**src/hdl/mini_core_pkg.sv**
```systemverilog
// mini core shared definitions
package mini_core_pkg;

    // ====================
    // fabric side
    // ====================
    typedef enum logic [1:0] {
        FAB_WR = 2'b01,
        FAB_RD = 2'b10
    } t_fab_op;

    typedef struct packed {
        t_fab_op     op;
        logic [31:0] address;   // byte address, word aligned
        logic [31:0] data;      // write data, unused on reads
    } t_fab_req;

    typedef struct packed {
        logic [31:0] data;
        logic [31:0] address;   // echoed so responses pair with requests
    } t_fab_rsp;

    // shared memory port request
    typedef struct packed {
        logic        wr;
        logic [31:0] address;
        logic [31:0] wdata;
    } t_mem_req;

    // ====================
    // instruction formats
    // ====================
    typedef struct packed {
        logic [6:0] funct7;
        logic [4:0] rs2;
        logic [4:0] rs1;
        logic [2:0] funct3;
        logic [4:0] rd;
        logic [6:0] opcode;
    } t_r_instr;

    typedef struct packed {
        logic [11:0] imm;
        logic [4:0]  rs1;
        logic [2:0]  funct3;
        logic [4:0]  rd;
        logic [6:0]  opcode;
    } t_i_instr;

    typedef struct packed {
        logic [6:0] imm_hi;
        logic [4:0] rs2;
        logic [4:0] rs1;
        logic [2:0] funct3;
        logic [4:0] imm_lo;
        logic [6:0] opcode;
    } t_s_instr;

    typedef union packed {
        t_r_instr r;
        t_i_instr i;
        t_s_instr s;
    } t_instr;

    // opcodes
    localparam logic [6:0] OP_R      = 7'b0110011;
    localparam logic [6:0] OP_IMM    = 7'b0010011;
    localparam logic [6:0] OP_LOAD   = 7'b0000011;
    localparam logic [6:0] OP_STORE  = 7'b0100011;
    localparam logic [6:0] OP_SYSTEM = 7'b1110011;

    localparam logic [6:0]  F7_ADD      = 7'b0000000;
    localparam logic [6:0]  F7_SUB      = 7'b0100000;
    localparam logic [2:0]  F3_ADD      = 3'b000;     // add, sub, addi
    localparam logic [2:0]  F3_WORD     = 3'b010;     // lw, sw
    localparam logic [31:0] EBREAK_WORD = 32'h0010_0073;

    // ====================
    // address map
    // ====================
    localparam int         REGION_LSB  = 12;     // bits 13:12 pick the region
    localparam logic [1:0] REGION_IMEM = 2'd0;
    localparam logic [1:0] REGION_DMEM = 2'd1;
    localparam logic [1:0] REGION_CTRL = 2'd2;

endpackage

```
**src/hdl/mini_fabric_if.sv**
```systemverilog
// fabric request and response port
`timescale 1ns/1ns
module mini_fabric_if
    import mini_core_pkg::*;
(
    input  logic        clk,
    input  logic        rst_n,
    input  logic        fab_req_valid,  // one cycle strobe, no back-pressure
    input  t_fab_req    fab_req,
    output logic        fab_rsp_valid,
    output t_fab_rsp    fab_rsp,
    output logic        fab_mem_valid,
    output t_mem_req    fab_mem_req,
    input  logic        fab_rd_valid,   // read data for the fabric is on mem_rdata
    input  logic [31:0] mem_rdata
);
    logic        is_rd;
    logic        is_wr;
    logic [31:0] rd_addr_q;     // address of the read in the memory stage

    assign is_rd = (fab_req.op == FAB_RD);
    assign is_wr = (fab_req.op == FAB_WR);

    // straight through to the arbiter, same cycle as the strobe
    assign fab_mem_valid       = fab_req_valid && (is_rd || is_wr);
    assign fab_mem_req.wr      = is_wr;
    assign fab_mem_req.address = fab_req.address;
    assign fab_mem_req.wdata   = fab_req.data;

    // address follows its read by one cycle to meet the data
    always_ff @(posedge clk) begin
        if (fab_req_valid && is_rd) rd_addr_q <= fab_req.address;
    end

    // ====================
    // response register
    // ====================
    always_ff @(posedge clk or negedge rst_n) begin
        if (!rst_n) fab_rsp_valid <= 1'b0;
        else        fab_rsp_valid <= fab_rd_valid;
    end

    always_ff @(posedge clk) begin
        if (fab_rd_valid) begin
            fab_rsp.data    <= mem_rdata;
            fab_rsp.address <= rd_addr_q;
        end
    end

endmodule

```
**config.mk**
```make
export PLATFORM = sky130hd
export DESIGN_NAME = mini_fabric_if
export DESIGN_NICKNAME = d
export VERILOG_FILES = /design/src/hdl/mini_core_pkg.sv /design/src/hdl/mini_fabric_if.sv
export SDC_FILE = /design/constraint.sdc
export NUM_CORES = 1
export LEC_CHECK = 0
export ABC_CLOCK_PERIOD_IN_PS = 800
export BUFFER_PORTS_ARGS = -buffer_cell sky130_fd_sc_hd__buf_2
export CAP_MARGIN = 20
export CELL_PAD_IN_SITES_DETAIL_PLACEMENT = 0
export CELL_PAD_IN_SITES_GLOBAL_PLACEMENT = 1
export CORE_ASPECT_RATIO = 1.4
export CORE_MARGIN = 4
export CORE_UTILIZATION = 33
export CTS_BUF_LIST = sky130_fd_sc_hd__clkbuf_4 sky130_fd_sc_hd__clkbuf_8
export DETAILED_ROUTE_END_ITERATION = 8
export PLACE_DENSITY = 0.84
export SLEW_MARGIN = 25
export SYNTH_ARGS = -nofsm -noshare
export SYNTH_HDL_FRONTEND = slang
export SYNTH_SLANG_ARGS = --single-unit
```
**constraint.sdc**
```tcl
create_clock -name clk -period 0.8 [get_ports clk]
set_input_delay 0.04 -clock clk [delete_from_list [all_inputs] [get_ports clk]]
set_output_delay 0.04 -clock clk [all_outputs]
set_load 0.02 [all_outputs]
```
Yosys cells after proc, flatten, opt, wreduce, memory -nomap -nowiden
Index checks and enable logic that the tools add are counted.
{"block": "totals", "inputBits": 102, "regBits": 97, "elab_cells": 9, "out_inout_bits": 131}
{"block": "op_classes", "eq_ne": 2, "n_reduce_logical": 3}
{"op": "2-bit by 1-bit equality test with 1-bit output (second input constant)", "n": 1}
{"op": "2-bit equality test (second input constant)", "n": 1}
{"op": "1-bit logical AND", "n": 2}
{"op": "1-bit logical OR", "n": 1}

Logic depth before layout (Yosys ltp)
Gate-level depths: netlist (run 1).
{"block": "logic_depth", "depth_word": 3, "depth_mapped": 3, "mapped_depth_nobuf": 3}

Worst setup path before layout (run 1)
OpenSTA, ideal clock, no wires.
{"block": "synth_timing", "kind": "input-to-reg", "startpoint": "in fab_req[64] (netlist bit)", "endpoint": "reg rd_addr_q[0] (enable)", "path_stages": 3, "arrival_ps": 999, "path_slack_ps": -591, "path_buffers": 0, "required_ps": 408, "setup_ps": 392, "path_cell_list": "inv_1 -> ha_1 -> and2_1"}
{"block": "synth_between", "elab_chain_len": 2}
{"element": "start: declaration", "line_no": "mini_fabric_if.sv:9", "rtl": "input t_fab_req fab_req,"}
{"element": "2-bit equality test", "line_no": "mini_fabric_if.sv:21", "rtl": "assign is_rd = (fab_req.op == FAB_RD);"}
{"element": "1-bit logical AND", "line_no": "mini_fabric_if.sv:32", "rtl": "if (fab_req_valid && is_rd) rd_addr_q <= fab_req.address;"}
{"element": "end signal: assignment", "line_no": "mini_fabric_if.sv:32"}
{"element": "end: declaration", "line_no": "mini_fabric_if.sv:19", "rtl": "logic [31:0] rd_addr_q;"}
No other way between the ends.
A chain may end at the register's enable or synchronous reset.

Worst setup path after layout (run 1)
{"block": "layout_timing", "startpoint": "reg fab_rsp[46] (netlist bit)", "endpoint": "out fab_rsp[46] (netlist bit)"}
{"element": "start: declaration", "line_no": "mini_fabric_if.sv:11", "rtl": "output t_fab_rsp fab_rsp,"}
No word-level cell between the ends.

==> results_dict.tcl, run 1 <==
set metrics [dict create \
    syn_avg_cell_area_um2 20.53 \
    std_cell_rows 43 \
    drt_first_pass_iters 4 \
    top_usage_layer "met2" \
    dr_vias 1982 \
    async_reset_ff_share_pct 1.031 \
    numCtsBuffers 9 \
    post_synth_num_cell_types 7 \
    postLayoutCellArea_um2 5294 \
    detail_route.iter0.violations 90 \
    path_class "register to output port" \
    max_cap_violations 0 \
    remaining_drc_errors 0 \
    insertion_delay_ps 360 \
    detail_route.wirelength_um 8390 \
    slew_headroom_pct 86.41 \
    timing.fmax_ghz 0.9905 \
    number_of_synthesized_flops_with_an_enable_pin 96 \
    antenna_violations_before_repair 1 \
    run_status "complete, but fails checks" \
    worst_setup_ep_type "output port" \
    worst-endpoint-required_ps 760 \
    final_max_slew_viol_count 0 \
    crit_arrival_ps 970 \
    clockRootBuffer "clkbuf_8" \
    global_route.usage.met2_pct 21.61 \
    final.fill_count 763 \
    rsz_0062_raised_after_global_routing "yes" \
    hold_path_class "primary input to register" \
    yosys-top-cells-count "edfxtp_1 (96), buf_4 (65), ha_1 (2), inv_1 (2)" \
    yosys-top-cells-area "edfxtp_1 (84%), buf_4 (14%), dfrtp_1 (0.73%), ha_1 (0.73%), nor2b_4 (0.40%)" \
    timing_hold_violations_final 0 \
    post-route-period-util_pct 126.2 \
    setup_viol_count_final 65 \
    io_pins 233 \
    start_kind "register" \
    multiInputGateArea_um2 60.06 \
    critical_path.n_buffers_inverters 1 \
    dieArea_um2 12170 \
    minimum_period_implied_by_the_final_worst_setup_slack_ps 1010 \
    grt-ovfl-total 0 \
    syn-num-nets 272 \
    cts_sinks 97 \
    track_usage_pct 12.16 \
    leakagePower_nw 2.168 \
    post_cts_buffers 0 \
    tightest_slew_ps 203.8 \
    yosysTopAreaCell "edfxtp_1" \
    p_per_area_nw_per_um2 2108 \
    maximum_number_of_pins_on_one_net_before_global_route_repair 41 \
    port_buffers 168 \
    detail_placement_hpwl_um 5293 \
    use_met3_pct 4.094 \
    synth.yosys.warnings 0 \
    wire_per_inst_um 16.98 \
    yosysMostFrequentCell "edfxtp_1" \
    die_h_um 129.0 \
    critical_path.slowest_cell "edfxtp_1" \
    met1_usage_pct 10.74 \
    place.gp.congestion 0.7341 \
    cp_cell_sequence "buf_6" \
    drive_gt1_share_pct 53.07 \
    initial_core_util_pct 34.27 \
    cts-root-to-sink-buffers 2 \
    final-seq-area_um2 2908 \
    vdd_drop_max_uv 851.9 \
    final.setup_skew_ps 6.334 \
    critPathMaxStageDelay_ps 450 \
    timing.final.ws_setup_ps -209.6 \
    dpl-instance-area_um2 4073 \
    first_global_vias 2114 \
    detail_route.vias_per_cell 4.012 \
    finish.utilization_pct 52.62 \
    postSynthRegisterBits 97 \
    critical_path.top_delay_family "flip-flops" \
    cts_tree "done" \
    critical_path_peak_fanout 1 \
    synthesized_instance_count 168 \
    violated_checks "negative setup slack" \
    synth-seq-area-share_pct 84.33 \
    mappedNetlistArea_um2 3448 \
    layout-area-overhead-vs-synth_pct 53.52 \
    synth_top_area_share_pct 83.60 \
    nNetsFinal 457 \
    coreArea_um2 10060 \
    route.antenna.remaining_nets 0 \
    synth_top_flop_cell "edfxtp_1" \
    floorplan.die.width_um 94.40 \
    grt_first_pass_wirelength_um 10660 \
    cts_htree_levels 3 \
    ff2ff_setup_slack_ps 140 \
    clk_pin_slew_ps 80 \
]
-- layout by cell type, fill, tap and decap left out, drive strengths merged --
cell type,netlist,layout
bufinv,0,3
ha,2,2
clkinv,0,3
dfrtp,1,1
edfxtp,96,96
clkinvlp,0,1
clkbuf,0,9
buf,65,173
diode,0,1
inv,2,2
and2,1,1
nor2b,1,1
dlygate4sd3,0,66
-- through the flow --
step | total power [mW] | TNS, ps | setup WS [ps] | hold slack [ps] | cells
floorplan | 6.908 | -1252 | -39.12 | -255.6 | 168
global placement | 7.147 | -5757 | -192.2 | -184.2 | 411
global route | 11.55 | -11790 | -240.0 | 60.71 | 494
detailed placement | 7.169 | -6049 | -202.5 | -182.8 | 411
finish | 11.16 | -8872 | -209.6 | 75.19 | 494
CTS | 11.00 | -9642 | -205.9 | 54.26 | 493
-- flip-flops by register name (all words and copies together), names as in the netlist --
register and count:
fab_rsp 64, rd_addr_q 32, fab_rsp_valid 1
-- where the power goes --
group	total (mW)	internal, mW	switching [mW]
Sequential	6.04	5.92	0.123
Combinational	1.52	0.772	0.746
Clock	3.60	2.04	1.56
Total	11.2	8.73	2.42
-- repair_timing --
item	in CTS	in global routing
endpoints found under the setup margin	65	65
endpoints found under the hold margin	65	0
gates resized for setup	30	75
hold buffers	66	0
-- cells by family after synthesis --
logic type,Yosys count,share of synthesized area [%]
and+or+nand+nor,2,0.5806
buffers and inverters,67,14.37
adders and majority gates,2,0.7256
DFF,97,84.32
-- final timing paths --
kind | startpoint | cells after the start | endpoint
max | fab_rsp[46] | 1 | fab_rsp[46]
min | fab_rd_valid | 2 | fab_rsp_valid
max reg2reg | rd_addr_q[9] | 0 | fab_rsp[9]
min reg2reg | rd_addr_q[26] | 0 | fab_rsp[26]
max in group asynchronous | rst_n | 3 | fab_rsp_valid
min in group asynchronous | rst_n | 3 | fab_rsp_valid
-- cell type report --
| cell class | instances | area share [%] |
|---|---|---|
| Sequential cell | 97 | 54.93 |
| Timing Repair Buffer | 239 | 35.93 |
| Tap cell | 135 | 3.191 |
| Clock buffer | 9 | 2.340 |
| Clock inverter | 7 | 2.056 |
| Multi-Input combinational cell | 4 | 1.134 |
| Inverter | 2 | 0.3782 |
| Antenna cell | 1 | 0.04727 |
-- metal layers --
metal,vias to the layer above,share of wire [%]
met5,-,0
met4,0,5.3
met3,45,11
met2,121,51
met1,901,33
li1,915,-
(Power assumes the default switching activity.)
==> run 2: changes to the inputs <==
--- a/config.mk
+++ b/config.mk
@@ -11,7 +11,6 @@
 export CELL_PAD_IN_SITES_DETAIL_PLACEMENT = 0
 export CELL_PAD_IN_SITES_GLOBAL_PLACEMENT = 1
 export CORE_ASPECT_RATIO = 1.4
-export CORE_MARGIN = 4
 export CORE_UTILIZATION = 33
 export CTS_BUF_LIST = sky130_fd_sc_hd__clkbuf_4 sky130_fd_sc_hd__clkbuf_8
 export DETAILED_ROUTE_END_ITERATION = 8
==> run 2 against run 1 <==
  * The flow still finishes with violations (negative setup slack)
  * Sequential share of layout area down 0.091 points
  * Non-clock buffer count unchanged
  * Final cell count down 0.20%
  * Global-route usage up 1.4 points
  * Maximum frequency up 0.63%
==> results_dict.tcl, run 2 (synthesis gave the netlist of run 1 again) <==
set metrics [dict create \
    drive_gt1_share_pct 53.63 \
    detail_route.iter0.violations 91 \
    crit_arrival_ps 960 \
    cts_htree_levels 3 \
    cts_sinks 97 \
    tightest_slew_ps 245.1 \
    leakagePower_nw 2.173 \
    layout-area-overhead-vs-synth_pct 53.77 \
    run_status "complete, but fails checks" \
    minimum_period_implied_by_the_final_worst_setup_slack_ps 1003 \
    insertion_delay_ps 350 \
    share_seq_of_total_power_pct 55.2 \
    finish.utilization_pct 52.99 \
    first_global_vias 2001 \
    p_sw_share_pct 22.06 \
    remaining_drc_errors 0 \
    grt_first_pass_wirelength_um 10080 \
    timing.final.ws_setup_ps -203.2 \
    antenna-diode-count 0 \
    place.gp.congestion 0.6685 \
    detail_route.wirelength_um 8101 \
    cts_tree "done" \
    floorplan.die.width_um 88.40 \
    cp_cell_sequence "buf_6" \
    detail_placement_hpwl_um 4840 \
    layout_common_cells "buf_2 (112), edfxtp_1 (96), dlygate4sd3_1 (66)" \
    vdd_drop_max_uv 759.3 \
    p_per_area_nw_per_um2 2063 \
    worst-endpoint-required_ps 760 \
    final.fill_count 761 \
    die_h_um 123.0 \
    final_max_slew_viol_count 0 \
    start_kind "register" \
    clk_pin_slew_ps 80 \
    power.total_mw 10.94 \
    ff2ff_path_depth 0 \
    setup_viol_count_final 65 \
    layoutNonFillerInstCount 493 \
    coreArea_um2 10010 \
    std_cell_rows 43 \
    postLayoutCellArea_um2 5303 \
    most_flops_register "fab_rsp" \
    final.setup_skew_ps 5.555 \
    path_class "register to output port" \
    port_buffers 168 \
    critical_path.slowest_cell "edfxtp_1" \
    max_cap_violations 0 \
    grt-ovfl-total 0 \
    placed_cells_incl_taps 411 \
    route.antenna.remaining_nets 0 \
    track_usage_pct 13.51 \
    timing_hold_violations_final 0 \
    dr_vias 2030 \
    slew_headroom_pct 83.66 \
    critical_path.top_delay_family "flip-flops" \
    largestRegisters "fab_rsp (64), rd_addr_q (32), fab_rsp_valid (1)" \
    clockRootBuffer "clkbuf_8" \
    dpl-instance-area_um2 4073 \
    dieArea_um2 10870 \
    violated_checks "negative setup slack" \
    worst_setup_ep_type "output port" \
    hold_path_class "primary input to output port" \
    antenna_violations_before_repair 0 \
    io_pins 233 \
    nNetsFinal 457 \
    cts-root-to-sink-buffers 2 \
    post-route-period-util_pct 125.4 \
    cellInternalPower_mw 8.528 \
    cp.depth 1 \
    critical_path_peak_fanout 1 \
    detail_route.vias_per_cell 4.118 \
    numCtsBuffers 9 \
    largest_reg_flops 64 \
    layout.cells.most_common "buf_2" \
    critical_path.n_buffers_inverters 1 \
    power_switching_mw 2.413 \
    share_comb_of_total_power_pct 14.0 \
    timing.fmax_ghz 0.9968 \
    fin_worst_hold_slack_ps 80.01 \
    wire_per_inst_um 16.43 \
    clock_power_share_pct 30.8 \
    rsz_0062_raised_after_global_routing "yes" \
    drt_first_pass_iters 4 \
    worstHoldPathCells 0 \
    maximum_number_of_pins_on_one_net_before_global_route_repair 48 \
    initial_core_util_pct 34.46 \
    critPathMaxStageDelay_ps 450 \
]
run 2: changes by cell type in the layout (fill, tap and decap cells not counted), sizes merged:
cell    previous run  this run
clkbuf             9        11
bufinv             3         2
diode              1         0
clkinv             3         2
run 2: worst paths after layout:
check	slack, ps	from	to
max	-200	fab_rsp[39]	fab_rsp[39]
min	80	fab_req[17]	fab_mem_req[17]
max reg2reg	150	rd_addr_q[28]	fab_rsp[28]
min reg2reg	420	rd_addr_q[9]	fab_rsp[9]
max in group asynchronous	160	rst_n	fab_rsp_valid
min in group asynchronous	530	rst_n	fab_rsp_valid
run 2: routing by layer:
metal	share of wire (%)	global-route usage, %
met5	0	0
met3	9.1	4.806
met2	53	23.65
met1	32	12.01
met4	5.8	11.49
run 2: power by group through the flow:
stage | clock network, mW | logic [mW] | registers (mW)
after global routing | 3.66 | 1.62 | 6.07
after global placement | 0 | 1.05 | 6.09
after floorplan | 0 | 0.524 | 6.38
after detailed placement | 0 | 1.06 | 6.10
final | 3.37 | 1.53 | 6.04
after CTS | 3.50 | 1.36 | 5.99
run 2: repair_timing:
action                                  in CTS  in global routing
buffers inserted                             0                  0
endpoints found under the setup margin      65                 65
gates resized for setup                     32                 82
hold buffers                                66                  0
hold endpoints to repair                    65                  0
run 2: final cells by class:
cell class	instances	area (µm²)	share of cell area [%]
Clock buffer	11	138.9	2.619
Clock inverter	5	80.08	1.510
Inverter	2	20.02	0.3775
Multi-Input combinational cell	4	60.06	1.133
Sequential cell	97	2908	54.84
Tap cell	135	168.9	3.185
Timing Repair Buffer	239	1927	36.34
run 2: metrics by stage:
step / setup TNS [ps] / worst slack (ps)
3_5_place_dp: -5817 / -200.7
2_1_floorplan: -1252 / -39.12
6_report: -8706 / -203.2
5_1_grt: -11320 / -243.5
4_1_cts: -9883 / -217.1
3_3_place_gp: -5728 / -198.7
==> run 3: changes to the inputs <==
--- a/config.mk
+++ b/config.mk
@@ -8,7 +8,7 @@
 export ABC_CLOCK_PERIOD_IN_PS = 800
 export BUFFER_PORTS_ARGS = -buffer_cell sky130_fd_sc_hd__buf_2
 export CAP_MARGIN = 20
-export CELL_PAD_IN_SITES_DETAIL_PLACEMENT = 0
+export CELL_PAD_IN_SITES_DETAIL_PLACEMENT = 1
 export CELL_PAD_IN_SITES_GLOBAL_PLACEMENT = 1
 export CORE_ASPECT_RATIO = 1.4
 export CORE_UTILIZATION = 33
==> run 3 against run 2 <==
  * The run still ends with negative setup slack left
  * First-iteration DRC count up 63%
  * Global-route usage up 3.0 points
  * Core utilization down 0.10 points
  * Sequential share of layout area up 0.10 points
  * Clock skew up 3.1 ps
  * Maximum frequency down 2.9%
  * Sequential power about the same
  * Critical endpoint is now fab_rsp[43]
  * Highest routed layer is now met5
==> results_dict.tcl, run 3 (synthesis gave the netlist of run 1 again) <==
set metrics [dict create \
    run_status "complete, but fails checks" \
    violated_checks "negative setup slack" \
    cts_tree "done" \
    post-place-ws_ps -206.1 \
    drive_gt1_share_pct 53.91 \
    hold_path_class "primary input to output port" \
    leakagePower_nw 2.164 \
    initial_core_util_pct 34.46 \
    critical_path.slowest_cell "edfxtp_1" \
    grt_first_pass_wirelength_um 12430 \
    nNetsFinal 457 \
    io_pins 233 \
    detail_route.iter0.violations 148 \
    ff2ff_setup_slack_ps 110 \
    critical_path.top_delay_family "flip-flops" \
    rsz_0062_raised_after_global_routing "yes" \
    ff2ff_path_depth 0 \
    tightest_slew_ps 259.6 \
    antenna_violations_before_repair 1 \
    wire_per_inst_um 20.63 \
    worstHoldPathCells 0 \
    remaining_drc_errors 0 \
    final_max_slew_viol_count 0 \
    vdd_drop_max_uv 723.0 \
    p_per_area_nw_per_um2 2046 \
    final-seq-area_um2 2908 \
    slew_headroom_pct 82.69 \
    first_global_vias 2239 \
    route.antenna.remaining_nets 0 \
    clockRootBuffer "clkbuf_8" \
    timing_hold_violations_final 0 \
    fin_worst_hold_slack_ps 80.01 \
    multiInputGateArea_um2 60.06 \
    finish.utilization_pct 52.89 \
    clk_pin_slew_ps 90 \
    final.fill_count 1001 \
    track_usage_pct 16.56 \
    start_kind "register" \
    die_h_um 123.0 \
    place.gp.congestion 0.6685 \
    holdCritStartpoint "fab_req[15]" \
    cts_htree_levels 3 \
    std_cell_rows 43 \
    detail_route.vias_per_cell 4.245 \
    cp_cell_sequence "buf_6" \
    worstReg2RegEnd "fab_rsp[28]" \
    cts-root-to-sink-buffers 2 \
    dieArea_um2 10870 \
    numCtsBuffers 9 \
    coreArea_um2 10010 \
    max_cap_violations 0 \
    cts_sinks 97 \
    maximum_number_of_pins_on_one_net_before_global_route_repair 48 \
    critical_path_peak_fanout 1 \
    critPathMaxStageDelay_ps 470 \
    regToRegStartpoint "rd_addr_q[28]" \
    worst_setup_ep_type "output port" \
    detail_route.wirelength_um 10190 \
    layout_common_cells "buf_2 (111), edfxtp_1 (96), dlygate4sd3_1 (66)" \
    post-route-period-util_pct 129.1 \
    timing.final.ws_setup_ps -232.7 \
    floorplan.die.width_um 88.40 \
    hold_path_end "fab_mem_req[15]" \
    dr_vias 2097 \
    minimum_period_implied_by_the_final_worst_setup_slack_ps 1033 \
    most_flops_register "fab_rsp" \
    largestRegisters "fab_rsp (64), rd_addr_q (32), fab_rsp_valid (1)" \
    drt_first_pass_iters 4 \
    critical_path.n_buffers_inverters 1 \
    insertion_delay_ps 360 \
    layout-area-overhead-vs-synth_pct 53.48 \
    grt-ovfl-total 0 \
    timing.fmax_ghz 0.9683 \
    path_class "register to output port" \
    largest_reg_flops 64 \
    detail_placement_hpwl_um 5617 \
    setup_viol_count_final 65 \
    final.setup_skew_ps 8.656 \
    layout.cells.most_common "buf_2" \
    worst-endpoint-required_ps 760 \
    crit_arrival_ps 990 \
    port_buffers 168 \
]
-- run 3: changes by cell type in the layout (fill, tap and decap cells not counted) --
cell        change
buf_6           +1
clkbuf_4        +1
diode_2         +1
buf_2           -1
bufinv_16       -1
clkinvlp_4      +1
clkinv_1        -1
-- run 3: worst max-delay path by stage --
stage                      from       endpoint  slack, ps  cells past startpoint
floorplan           fab_req[64]   rd_addr_q[0]        -40                      3
global placement    fab_req[64]  rd_addr_q[25]       -200                      5
detailed placement  fab_req[64]  rd_addr_q[25]       -210                      5
CTS                 fab_rsp[37]    fab_rsp[37]       -210                      1
global route        fab_rsp[43]    fab_rsp[43]       -260                      1
finish              fab_rsp[43]    fab_rsp[43]       -230                      1
-- run 3: per-stage QoR --
step	instance area, µm²	instances	power (mW)	TNS, ps
after floorplan	3476	168	6.908	-1252
after global placement	4073	411	7.134	-5728
after detailed placement	4073	411	7.182	-5935
after CTS	5096	493	10.67	-10340
after global routing	5290	493	11.22	-12300
final	5293	494	10.83	-9604
-- run 3: layout make-up --
type / instances / area share [%]
sequential: 97 / 54.94
timing repair buffer: 239 / 36.52
tap: 135 / 3.191
clock buffer: 12 / 2.766
multi-input combinational: 4 / 1.135
clock inverter: 4 / 1.017
inverter: 2 / 0.3783
antenna: 1 / 0.04728
-- run 3: power by group --
group / switching (mW) / total (mW) / leakage [nW] / internal, mW
Clock: 1.65 / 3.20 / 0.0971 / 1.56
Combinational: 0.776 / 1.56 / 1.13 / 0.785
Sequential: 0.145 / 6.07 / 0.932 / 5.92
-- run 3: timing repair --
item,in CTS,in global routing
hold buffers,66,0
endpoints found under the hold margin,65,0
setup buffers,0,0
resized for setup,52,62
endpoints found under the setup margin,65,65
-- run 3: layer usage --
layer	vias up	GRT usage, %	wire length (µm)
met2	140	30.43	5520
met1	1002	14.71	3174
met4	2	11.69	489
met3	43	5.474	995
li1	910	-	-
met5	-	0	13
