`config.mk`:
```
export PLATFORM = sky130hd
export DESIGN_NAME = mini_mem_arb
export DESIGN_NICKNAME = d
export VERILOG_FILES = /design/src/hdl/mini_core_pkg.sv /design/src/hdl/mini_mem_arb.sv
export SDC_FILE = /design/constraint.sdc
export NUM_CORES = 1
export LEC_CHECK = 0
export ABC_AREA = 1
export BUFFER_PORTS_ARGS = -buffer_cell sky130_fd_sc_hd__buf_4
export CAP_MARGIN = 5
export CORE_AREA = 4 4 77 79
export DETAILED_ROUTE_END_ITERATION = 10
export DIE_AREA = 0 0 81 83
export REMOVE_ABC_BUFFERS = 1
export SLEW_MARGIN = 20
export SYNTH_ARGS = -nofsm -noshare
export SYNTH_HDL_FRONTEND = slang
export SYNTH_SLANG_ARGS = --single-unit
```
`constraint.sdc`:
```
create_clock -name clk -period 0.8 [get_ports clk]
set_clock_uncertainty 0.05 [all_clocks]
set_input_delay 0.04 -clock clk [delete_from_list [all_inputs] [get_ports clk]]
set_output_delay 0.04 -clock clk [all_outputs]
set_load 0.005 [all_outputs]
```
`src/hdl/mini_core_pkg.sv`:
```
// mini core shared definitions
package mini_core_pkg;

    // ====================
    // fabric side
    // ====================
    typedef enum logic [1:0] {
        FAB_WR = 2'b01,
        FAB_RD = 2'b10
    } t_fab_op;

    typedef struct packed {
        t_fab_op     op;
        logic [31:0] address;   // byte address, word aligned
        logic [31:0] data;      // write data, unused on reads
    } t_fab_req;

    typedef struct packed {
        logic [31:0] data;
        logic [31:0] address;   // echoed so responses pair with requests
    } t_fab_rsp;

    // shared memory port request
    typedef struct packed {
        logic        wr;
        logic [31:0] address;
        logic [31:0] wdata;
    } t_mem_req;

    // ====================
    // instruction formats
    // ====================
    typedef struct packed {
        logic [6:0] funct7;
        logic [4:0] rs2;
        logic [4:0] rs1;
        logic [2:0] funct3;
        logic [4:0] rd;
        logic [6:0] opcode;
    } t_r_instr;

    typedef struct packed {
        logic [11:0] imm;
        logic [4:0]  rs1;
        logic [2:0]  funct3;
        logic [4:0]  rd;
        logic [6:0]  opcode;
    } t_i_instr;

    typedef struct packed {
        logic [6:0] imm_hi;
        logic [4:0] rs2;
        logic [4:0] rs1;
        logic [2:0] funct3;
        logic [4:0] imm_lo;
        logic [6:0] opcode;
    } t_s_instr;

    typedef union packed {
        t_r_instr r;
        t_i_instr i;
        t_s_instr s;
    } t_instr;

    // opcodes
    localparam logic [6:0] OP_R      = 7'b0110011;
    localparam logic [6:0] OP_IMM    = 7'b0010011;
    localparam logic [6:0] OP_LOAD   = 7'b0000011;
    localparam logic [6:0] OP_STORE  = 7'b0100011;
    localparam logic [6:0] OP_SYSTEM = 7'b1110011;

    localparam logic [6:0]  F7_ADD      = 7'b0000000;
    localparam logic [6:0]  F7_SUB      = 7'b0100000;
    localparam logic [2:0]  F3_ADD      = 3'b000;     // add, sub, addi
    localparam logic [2:0]  F3_WORD     = 3'b010;     // lw, sw
    localparam logic [31:0] EBREAK_WORD = 32'h0010_0073;

    // ====================
    // address map
    // ====================
    localparam int         REGION_LSB  = 12;     // bits 13:12 pick the region
    localparam logic [1:0] REGION_IMEM = 2'd0;
    localparam logic [1:0] REGION_DMEM = 2'd1;
    localparam logic [1:0] REGION_CTRL = 2'd2;

endpackage

```
`src/hdl/mini_mem_arb.sv`:
```
// fixed priority memory arbiter
`timescale 1ns/1ns
module mini_mem_arb
    import mini_core_pkg::*;
(
    input  logic     clk,
    input  logic     rst_n,
    input  logic     fab_mem_valid,     // fabric always wins
    input  t_mem_req fab_mem_req,
    input  logic     core_mem_valid,    // held until granted
    input  t_mem_req core_mem_req,
    output logic     core_mem_gnt,
    output logic     mem_valid,
    output t_mem_req mem_req,
    input  logic     mem_rd_valid,      // one cycle after a read
    output logic     fab_rd_valid,
    output logic     core_rd_valid
);
    logic rd_owner_fab_q;   // 1: read in flight belongs to the fabric

    // core gets the port only in idle fabric cycles
    assign core_mem_gnt = core_mem_valid && !fab_mem_valid;
    assign mem_valid    = fab_mem_valid || core_mem_valid;
    assign mem_req      = fab_mem_valid ? fab_mem_req : core_mem_req;

    // ====================
    // read owner tracking
    // ====================
    always_ff @(posedge clk or negedge rst_n) begin
        if (!rst_n) rd_owner_fab_q <= 1'b0;
        else        rd_owner_fab_q <= fab_mem_valid && !fab_mem_req.wr;
    end

    // steer the late read valid to whoever issued it
    assign fab_rd_valid  = mem_rd_valid && rd_owner_fab_q;
    assign core_rd_valid = mem_rd_valid && !rd_owner_fab_q;

endmodule

```
# Word-level counts from Yosys, hierarchy flattened
# Index checks and enable logic that the tools add are counted.
# W data, S select, Z words.
# word_totals
register_bits	1
in_bits	135
wordCells	10
# classes
n_mux	1
reduce_logical	8
# op_table
op	n
$mux W65	1
$logic_and A1 B1 Y1	4
$logic_not A1 Y1	3
$logic_or A1 B1 Y1	1

# Depth between registers and ports, before layout
# Gate-level depths: netlist of the first run.
# logic_depth
ltp_word	2
mapped_depth	5

# Worst setup path after synthesis of the first run
# OpenSTA, ideal clock, no wires.
# synth_path
path_kind	input-to-output
start	input fab_mem_valid
end	output mem_req[24] in the netlist's numbering
arrival_ps	513
setup_slack_ps	197
stages	5
n_path_buf	2
path_cell_list	inv_2 buf_4 buf_2 nand2_1 nand2_1
# synth_lines
element	line_no	text
from (decl)	mini_mem_arb.sv:8	input logic fab_mem_valid,
to (decl)	mini_mem_arb.sv:14	output t_mem_req mem_req,

==> results by stage, run 1 <==
Worst setup path:
- The number of buffer and inverter instances along the worst setup path is 4.
- For this run, the slowest stage of the critical path takes approximately 160 ps.
- The biggest fanout along the worst timing path is 8.
- The cell type of the slowest stage on the worst timing path is sky130_fd_sc_hd__buf_4.
- The critical path in this run is classified as primary input to primary output.
- For the worst setup path, the data required time is 710 ps.
- STA classifies the critical path startpoint as a primary input.
- Data arrives at the worst endpoint at between 600 and 700 ps.
- On the critical path the largest part of the delay comes from buffers and inverters.
- The endpoint type of the worst setup path is a primary output.
- Traced cell by cell, the critical path runs through buf_8, inv_8, buf_4, nand2_1, nand2_1, buf_4.

Flow run:
- The number of max-capacitance violations reported is 0.

Floorplanning:
- The floorplan step set the die width to 81 µm.
- The core box area is 5340 µm².
- The initial utilization of the core area, before any placement, comes to 16.2%.
- In this run the vertical extent of the chip is just over 80 µm.
- In this run the count of I/O pins placed on the die edge is 204.
- The floorplan row count is 27.
- The floorplan step defined a die boundary enclosing 6720 µm².

Global routing:
- Global routing finished with a remaining overflow of 0.
- The global-route total usage across every layer is 14.8%.
- Entering global routing, the biggest net connects 34 pins.
- The initial antenna violation count came to 0.
- The first-pass GRT wire length is 8.46 mm.
- The via count of the first global-routing pass is around 1900.

Timing:
- The final number of max-transition violations came to 0.
- The hold violation count in the final report is 0.
- Adding up every negative setup slack in the final design gives 0 ps.
- Setup repair after global routing left no endpoint under its margin.
- The top achievable clock speed is 1330 MHz.
- Setup violations remaining at the end of the flow were counted as 0.
- The worst pin sits at a relative slew slack of around nine tenths.
- The tightest hold path in the finished design has a slack of 160 ps.
- At the pin with the least slew margin, the transition time is 121 ps.
- The final cycle utilization of the critical path is 94.1%.
- The time the final worst path needs with I/O delays and setup is 752 ps.

Synth:
- In this run, synthesis produced a sequential element count of 1.
- Among all cell types in the netlist, the one instantiated most often is sky130_fd_sc_hd__nand2_1.
- The fraction of registers with async set/reset is 100%.
- In the synthesized netlist the dominant register cell turns out to be sky130_fd_sc_hd__dfrtp_1.
- The mean cell area of the mapped netlist is 3.95 µm².
- Ranked by total cell area, the synthesized netlist is headed by sky130_fd_sc_hd__nand2_1, sky130_fd_sc_hd__buf_2, sky130_fd_sc_hd__dfrtp_1, sky130_fd_sc_hd__buf_4, sky130_fd_sc_hd__inv_1.
- Summing the areas of all compound-gate instances in the mapped netlist gives 0% of the synthesized area.
- The main combinational cell family by area after synthesis is simple AND/OR/NAND/NOR gates.
- The post-synthesis share of cell area spent on and, or, nand and nor gates is 86.8%.
- In the synthesized netlist, mux cells make up 0% of the area.
- By count the netlist is led by sky130_fd_sc_hd__nand2_1, sky130_fd_sc_hd__buf_2, sky130_fd_sc_hd__inv_1, sky130_fd_sc_hd__nor2_1, sky130_fd_sc_hd__buf_4.
- In this run the biggest area consumer among cell types represents 85.5% of the synthesized area.
- The cell area after synthesis is 865 µm².
- The largest total area in the synthesized netlist belongs to sky130_fd_sc_hd__nand2_1.
- Of the total synthesized cell area, the portion taken by full adders, half adders and majority gates is 0%.
- The share of the yosys chip area belonging to registers is 2.89%.
- The number of warning messages in the yosys log is 0.
- The cell count after synthesis came out at about 220.
- The xor/xnor cell area share of the yosys netlist is 0%.
- Counting flops with a built-in enable in the synthesized netlist gives 0.
- The count of different cell masters after synthesis is 8.

Layout:
- The largest registers in the layout are rd_owner_fab_q x1.
- For this run, the share of the core covered by cells in the final layout is 48.9%.
- From synthesis to final layout, the design area changed by 202%.
- The proportion of layout cells with a drive suffix above 1 is roughly 50%.
- The number of flip-flops under the largest register name came to 1.
- The register with the most flip-flops is rd_owner_fab_q.
- The count of inserted antenna diode cells is 0.
- After the last flow step, the layout net total stands at 556.

Hold path:
- The min-delay analysis places its worst path in the category primary input to flop.

Placement:
- The HPWL after detailed placement is 4.76 mm.
- Routability-driven placement finished with a final weighted congestion of 0.798.
- The count of input and output buffers is 203.

Run status:
- The flow ran to the end, and the final reports show no timing, DRC or antenna violations.

Route:
- Across all layers, the routed design uses 1977 vias.
- The final routed DRC violation total is 0.
- In this run, the number of DRC markers left after iteration 0 of detailed routing was 34.
- Once detail routing completed, the nets flagged for antenna violations numbered 0.
- Dividing the detail-routed wire length by the instance count gives 12.0 µm.
- The length of the first detailed-routing pass in iterations is 4.
- The post-detailed-routing wire length is 5.87 mm.
- The detail-routed via count per cell is 4.03.

Pwr:
- The peak supply drop is 232 µV.
- The leakage dissipation is between 1.5 and 2 nW.
- The power after layout is roughly 1.5 mW.
- The power density over cell area is 568 nW/µm².

CTS:
- The clock-pin slew reported for the worst setup and hold paths after clock tree synthesis is 0 ps.
## final cells by class
type / instances / area [µm²]
multi-input cells: 200 / 751
fillers: 576 / 2730
inverters: 4 / 22.5
well taps: 72 / 90.1
flip-flops and latches: 1 / 25.0
repair buffers: 214 / 1720
## power breakdown
group          leakage (nW)  switching [mW]  internal, mW
Clock                     0               0             0
Sequential           0.0129         0.00114        0.0541
Combinational          1.69           0.504         0.924
Total                  1.70           0.506         0.978
## logic make-up (layout without fill, tap and decap cells)
| group | count (synthesis) | in the layout |
|---|---|---|
| AND/OR/NAND/NOR | 200 | 200 |
| flip-flops | 1 | 1 |
| buffers and inverters | 18 | 218 |
## cells in the final DEF, fill, tap and decap left out
master,instances
sky130_fd_sc_hd__dlygate4sd3_1,1
sky130_fd_sc_hd__buf_6,1
sky130_fd_sc_hd__buf_12,4
sky130_fd_sc_hd__nand2_1,197
sky130_fd_sc_hd__buf_8,1
sky130_fd_sc_hd__dfrtp_1,1
sky130_fd_sc_hd__inv_1,3
sky130_fd_sc_hd__buf_4,204
sky130_fd_sc_hd__nor2_1,3
sky130_fd_sc_hd__inv_8,1
sky130_fd_sc_hd__clkbuf_16,3
## path summary, 6_finish.rpt
check | startpoint | end | slack (ps) | depth (start not counted)
min in group asynchronous | rst_n | rd_owner_fab_q | 320 | 2
max | fab_mem_valid | mem_req[63] | 50 | 6
min | fab_mem_req[64] | rd_owner_fab_q | 160 | 2
max in group asynchronous | rst_n | rd_owner_fab_q | 300 | 2
## through the flow
step                setup WS (ps)  instances  area [µm²]
finish                       47.6        491        2610
global route                 14.9        491        2610
CTS                          6.31        488        2520
detailed placement          -76.4        487        2490
global placement            -54.0        487        2490
floorplan                   -27.6        205         791
## per-layer routing
layer	up-vias	part of all wire (%)	global-route usage [%]
met2	116	52	30.5
met1	822	35	15.3
met5	-	0	0
met3	0	12	3.36
met4	0	0	0
li1	1039	-	-
## what timing repair did
action	CTS	global route
setup buffers	0	0
hold endpoints to repair	1	0
hold buffers	1	0
endpoints found under the setup margin	56	46
pin swaps	0	0
gates resized for setup	5	4
cloned	0	3
(Power assumes the default switching activity.)
==> run 2: changes to the inputs <==
--- a/config.mk
+++ b/config.mk
@@ -11,6 +11,7 @@
 export CORE_AREA = 4 4 77 79
 export DETAILED_ROUTE_END_ITERATION = 10
 export DIE_AREA = 0 0 81 83
+export RECOVER_POWER = 25
 export REMOVE_ABC_BUFFERS = 1
 export SLEW_MARGIN = 20
 export SYNTH_ARGS = -nofsm -noshare
==> run 2 against run 1 <==
Against the previous run:
- via count down 0.30%
- global-route usage did not move
- fmax hardly changed
- sequential share of layout area about the same
- highest routed layer unchanged
==> results by stage, run 2 (synthesis gave the netlist of run 1 again) <==
Run status:
- The flow ran to the end, and the final reports show no timing, DRC or antenna violations.

Worst setup path:
- The number of buffer and inverter instances along the worst setup path is 4 (unchanged).
- The category of the worst setup path launch point is a primary input.
- The cell type of the slowest stage on the worst timing path is sky130_fd_sc_hd__buf_4.
- The critical path goes through buf_8, inv_8, buf_4, nand2_1, nand2_1, buf_4.
- The critical path required time is 710 ps (about the same).
- The biggest fanout along the worst timing path is 8 (unchanged).
- The data arrival time of the worst path is 660 ps (about the same).
- The highest cell delay on the worst timing path came to 160 ps (about the same).
- The critical path in this run is classified as primary input to primary output.
- Grouping stages by cell kind, the critical path spends the most delay in buffers and inverters.
- STA classifies the critical path endpoint as a primary output.

Timing:
- The top achievable clock speed was 1330 MHz (about the same).
- The hold violation count in the final report is 0 (unchanged).
- The slew at the pin with the worst max-slew slack is 142 ps (+21.6 ps).
- The final cycle utilization of the critical path was 94.1% (about the same).
- The least setup slack across all paths after layout came to 47.2 ps (-0.401 ps).
- The time the final worst path needs with I/O delays and setup is 753 ps (+0.401 ps).
- Setup repair after global routing left no endpoint under its margin.
- The final number of setup-violating endpoints was 0 (unchanged).
- The final number of max-transition violations is 0 (unchanged).
- The worst-case headroom to the max-slew limit was 90.6% (-1.4 points).

Layout:
- The number of flip-flops under the largest register name is 1 (unchanged).
- The proportion of layout cells with a drive suffix above 1 is 50.8% (-0.24 points).
- The most frequent standard cell in the layout excluding fill and tap cells is sky130_fd_sc_hd__nand2_1.
- The largest registers in the layout are rd_owner_fab_q x1.
- The register with the most flip-flops in the final layout is rd_owner_fab_q.
- The area growth from synthesis to layout is 202%.
- The final instance area is 2610 µm² (-0.14%).
- The final-stage net count is 556 (unchanged).
- The count of inserted antenna diode cells is 0 (unchanged).
- In the layout the commonest cells are sky130_fd_sc_hd__nand2_1, sky130_fd_sc_hd__buf_4, sky130_fd_sc_hd__clkbuf_4, sky130_fd_sc_hd__buf_12.

Placement:
- The post-detailed-placement cell area came to 2490 µm² (unchanged).
- The pre-CTS worst setup slack is -76.4 ps (unchanged).
- The routability-driven placement congestion ratio is 0.798 (unchanged).
- The HPWL after detailed placement was 4.76 mm (unchanged).
- The count of input and output buffers is 203 (unchanged).

Pwr:
- The peak supply drop is 232 µV (about the same).
- The leakage dissipation is 1.69 nW (-0.38%).
- The power density over cell area is 566 nW/µm² (-0.32%).
- The power after layout is 1.48 mW (-0.46%).

Hold path:
- The worst hold path belongs to the class primary input to flop.
- The cell depth of the worst min-delay path was 2 (unchanged).
- The worst min-delay path startpoint is fab_mem_req[64].
- The worst hold path terminates at rd_owner_fab_q.

Route:
- The count of routing violations after the opening detailed-route iteration came to 36 (+5.9%).
- The length of the first detailed-routing pass in iterations is 4 (unchanged).
- The final routed DRC violation total was 0 (unchanged).
- The detail-routed via count per cell is 4.01 (-0.30%).
- The post-detailed-routing wire length is 5.87 mm (about the same).
- The vias after detailed routing is 1971 (-0.30%).
- The number of nets with antenna violations after routing is 0 (unchanged).
- The average detailed-routed wire length per instance is 11.9 µm (about the same).

Global routing:
- The global-route total usage across every layer is 14.8% (unchanged).
- The final global-route overflow total is 0 (unchanged).
- The first-pass GRT wire length is 8.46 mm (unchanged).
- The via count of the first global-routing pass is 1878 (unchanged).
- The maximum number of pins on one net before global-route repair is 34 (unchanged).
- The initial antenna violation count is 0 (unchanged).

Floorplanning:
- The starting utilization of the core area was 16.2% (unchanged).
- The floorplan row count is 27 (unchanged).
- The count of pins on the block boundary is 204 (unchanged).
- The die width came to 81 µm (unchanged).
- The die height came to 83 µm (unchanged).
- The floorplan die area was 6720 µm² (unchanged).
- The core box area is 5340 µm² (unchanged).

Flow run:
- The number of max-capacitance violations reported is 0 (unchanged).

CTS:
- The clock-pin slew reported for the worst setup and hold paths after clock tree synthesis is 0 ps (unchanged).
[run 2: layout make-up]
class / count / area [µm²]
fillers: 577 / 2730
well taps: 72 / 90.1
repair buffers: 214 / 1720
inverters: 4 / 22.5
multi-input cells: 200 / 751
flip-flops and latches: 1 / 25.0
[run 2: stage by stage]
stage	utilization, %	setup TNS (ps)	cells	hold WS, ps
global route	48.9	0	491	178
finish	48.9	0	491	160
floorplan	-	-1810	205	-306
global placement	46.7	-410	487	-235
detailed placement	46.7	-969	487	-234
CTS	47.3	0	488	163
[run 2: worst max-delay path by stage]
stage / from / endpoint / slack, ps / cells past startpoint
after global routing: fab_mem_valid / mem_req[52] / 10 / 6
after floorplan: fab_mem_valid / mem_req[0] / -30 / 3
final: fab_mem_valid / mem_req[63] / 50 / 6
after detailed placement: fab_mem_valid / mem_req[61] / -80 / 5
after CTS: fab_mem_valid / mem_req[61] / 6 / 6
after global placement: fab_mem_valid / mem_req[61] / -50 / 5
[run 2: metal layers]
layer  up-vias  routed length [µm]  part of all wire (%)  global-route usage [%]
li1       1039                   -                     -                       -
met1       818                2090                    36                    15.3
met2       114                3080                    52                    30.5
met3         0                 700                    12                    3.36
met4         0                   0                     0                       0
met5         -                   0                     0                       0
[run 2: timing repair]
item	CTS	global route
cloned	0	3
gates resized for setup	5	4
endpoints found under the setup margin	56	46
pin swaps	0	0
endpoints found under the hold margin	1	0
buffers inserted	0	0
hold buffers	1	0
[run 2: where the power goes]
part	internal [mW]	switching (mW)
sequential	0.0541	0.00114
combinational	0.917	0.504
clock	0	0
total	0.971	0.505
==> run 3: changes to the inputs <==
--- a/config.mk
+++ b/config.mk
@@ -11,7 +11,7 @@
 export CORE_AREA = 4 4 77 79
 export DETAILED_ROUTE_END_ITERATION = 10
 export DIE_AREA = 0 0 81 83
-export RECOVER_POWER = 25
+export RECOVER_POWER = 50
 export REMOVE_ABC_BUFFERS = 1
 export SLEW_MARGIN = 20
 export SYNTH_ARGS = -nofsm -noshare
==> run 3 against run 2 <==
Against the previous run:
- largest cell class unchanged
- via count rose by 0.41%
- first-iteration DRC count rose by 8.3%
- cell count did not move
- wire length barely moved
- sequential cell count did not move
- global-route usage did not move
==> results by stage, run 3 (synthesis gave the netlist of run 1 again) <==
Floorplanning:
- The die width is 81 µm (unchanged).
- The floorplan die area is 6720 µm² (unchanged).
- The starting utilization of the core area was 16.2% (unchanged).
- The die height came to 83 µm (unchanged).
- The core box area is 5340 µm² (unchanged).
- The count of pins on the block boundary is 204 (unchanged).
- The floorplan row count came to 27 (unchanged).

Timing:
- The slew at the pin with the worst max-slew slack was 142 ps (-0.000119 ps).
- The top achievable clock speed is 1330 MHz (unchanged).
- Setup repair after global routing left no endpoint under its margin.
- The final hold slack was 160 ps (unchanged).
- The worst-case headroom to the max-slew limit is 90.6% (unchanged).
- The time the final worst path needs with I/O delays and setup is 753 ps (unchanged).
- The hold violation count in the final report is 0 (unchanged).
- The final number of max-transition violations is 0 (unchanged).
- The final cycle utilization of the critical path is 94.1% (unchanged).
- The final number of setup-violating endpoints was 0 (unchanged).

Worst setup path:
- The launch point of the worst path is fab_mem_valid.
- The data arrival time of the worst path is 660 ps (about the same).
- The highest cell delay on the worst timing path is 160 ps (about the same).
- The category of the worst setup path launch point is a primary input.
- The critical setup path kind is primary input to primary output.
- The cell type of the slowest stage on the worst timing path is sky130_fd_sc_hd__buf_4.
- The number of buffer and inverter instances along the worst setup path is 4 (unchanged).
- STA classifies the critical path endpoint as a primary output.
- The end point of the critical path is mem_req[63].
- Traced cell by cell, the critical path runs through buf_8, inv_8, buf_4, nand2_1, nand2_1, buf_4.
- Grouping stages by cell kind, the critical path spends the most delay in buffers and inverters.
- The instance count on the critical path was 6 (unchanged).
- The biggest fanout along the worst timing path is 8 (unchanged).
- The critical path required time is 710 ps (about the same).

Placement:
- The routability-driven placement congestion ratio is 0.798 (unchanged).
- The HPWL after detailed placement was 4.76 mm (unchanged).
- The count of input and output buffers was 203 (unchanged).

Route:
- The post-detailed-routing wire length came to 5.87 mm (about the same).
- The final routed DRC violation total is 0 (unchanged).
- The length of the first detailed-routing pass in iterations came to 4 (unchanged).
- The vias after detailed routing came to 1979 (+0.41%).
- The average detailed-routed wire length per instance is 12.0 µm (about the same).
- The count of routing violations after the opening detailed-route iteration is 39 (+8.3%).
- The detail-routed via count per cell is 4.03 (+0.41%).
- The number of nets with antenna violations after routing came to 0 (unchanged).

Global routing:
- The via count of the first global-routing pass is 1878 (unchanged).
- The final global-route overflow total was 0 (unchanged).
- The first-pass GRT wire length is 8.46 mm (unchanged).
- The maximum number of pins on one net before global-route repair came to 34 (unchanged).
- The global-route total usage across every layer came to 14.8% (unchanged).
- The initial antenna violation count was 0 (unchanged).

Layout:
- The count of filler cells inserted in the layout was 585 (+1.4%).
- Compared with the post-synthesis result, the final layout area differs by 200%.
- The multi-input combinational cell area is 751 µm² (unchanged).
- The total area of sequential cells is 25.0 µm² (unchanged).
- Ranked by flip-flop count, first place goes to rd_owner_fab_q.
- The largest registers in the layout are rd_owner_fab_q x1.
- The number of flip-flops under the largest register name is 1 (unchanged).
- The most frequent standard cell in the layout excluding fill and tap cells is sky130_fd_sc_hd__nand2_1.
- The proportion of layout cells with a drive suffix above 1 was 49.9% (-0.95 points).
- The final-stage net count is 556 (unchanged).
- The count of inserted antenna diode cells is 0 (unchanged).
- Leaving out fill and tap cells, the most frequent cells in the layout are sky130_fd_sc_hd__nand2_1, sky130_fd_sc_hd__buf_4, sky130_fd_sc_hd__clkbuf_4, sky130_fd_sc_hd__clkbuf_1, sky130_fd_sc_hd__buf_12.
- The fraction of the core area covered by cells at the end of the flow is 48.6% (-0.28 points).

Pwr:
- The net switching share of the total power is 34.6% (+0.35 points).
- The combinational share of power is 96.2% (about the same).
- The switching power is 0.505 mW (-0.12%).
- The power density over cell area was 563 nW/µm² (-0.55%).
- The register share of total power is 3.8% (about the same).
- The power after layout is 1.46 mW (-1.1%).
- The peak supply drop is 231 µV (-0.46%).
- The internal power consumption is 0.955 mW (-1.6%).
- The leakage dissipation is 1.67 nW (-1.0%).
- The clock network fraction of total power was 0% (unchanged).

Run status:
- The flow ran to the end, and the final reports show no timing, DRC or antenna violations.

Hold path:
- The class of the worst hold path is primary input to flop.

CTS:
- The clock-pin slew reported for the worst setup and hold paths after clock tree synthesis is 0 ps (unchanged).

Flow run:
- The number of max-capacitance violations reported is 0 (unchanged).
==> run 3: changes by cell type in the layout (fill, tap and decap cells not counted) <==
cell,change
sky130_fd_sc_hd__buf_4,-15
sky130_fd_sc_hd__clkbuf_1,+4
sky130_fd_sc_hd__clkbuf_4,+11
==> run 3: routing by layer <==
layer / vias up / track usage (%) / wire [µm]
met5: - / 0 / 0
met3: 0 / 3.36 / 714
met1: 822 / 15.3 / 2070
met2: 118 / 30.5 / 3080
li1: 1039 / - / -
met4: 0 / 0 / 0
==> run 3: cell type report <==
type,instances,share of cell area (%)
Sequential cell,1,0.965
Inverter,4,0.869
Multi-Input combinational cell,200,29.0
Tap cell,72,3.47
Timing Repair Buffer,214,65.7
==> run 3: worst min path at each step <==
stage / cells after the start / from / slack [ps] / endpoint
after global routing: 2 / fab_mem_req[64] / 180 / rd_owner_fab_q
after CTS: 2 / fab_mem_req[64] / 160 / rd_owner_fab_q
after global placement: 1 / rst_n / -230 / rd_owner_fab_q
after detailed placement: 1 / rst_n / -230 / rd_owner_fab_q
after floorplan: 0 / rst_n / -310 / rd_owner_fab_q
final: 2 / fab_mem_req[64] / 160 / rd_owner_fab_q
==> run 3: metrics by stage <==
stage	cells	TNS [ps]	cell area, µm²	setup WS (ps)
after floorplan	205	-1810	791	-27.6
final	491	0	2590	47.2
after detailed placement	487	-969	2490	-76.4
after CTS	488	0	2520	6.31
after global placement	487	-410	2490	-54.0
after global routing	491	0	2590	12.8
==> run 3: power groups by stage <==
stage	clock, mW	combinational [mW]	sequential, mW
3_5_place_dp	0	1.37	0.0552
5_1_grt	0	1.55	0.0555
4_1_cts	0	1.39	0.0552
2_1_floorplan	0	0.328	0.0551
6_report	0	1.40	0.0552
3_3_place_gp	0	1.36	0.0552
==> run 3: what timing repair did <==
action / 4_1_cts / 5_1_grt
gates cloned: 0 / 3
endpoints found under the setup margin: 56 / 46
gates resized for setup: 5 / 4
endpoints found under the hold margin: 1 / 0
hold buffers: 1 / 0
pin swaps: 0 / 0
setup buffers: 0 / 0
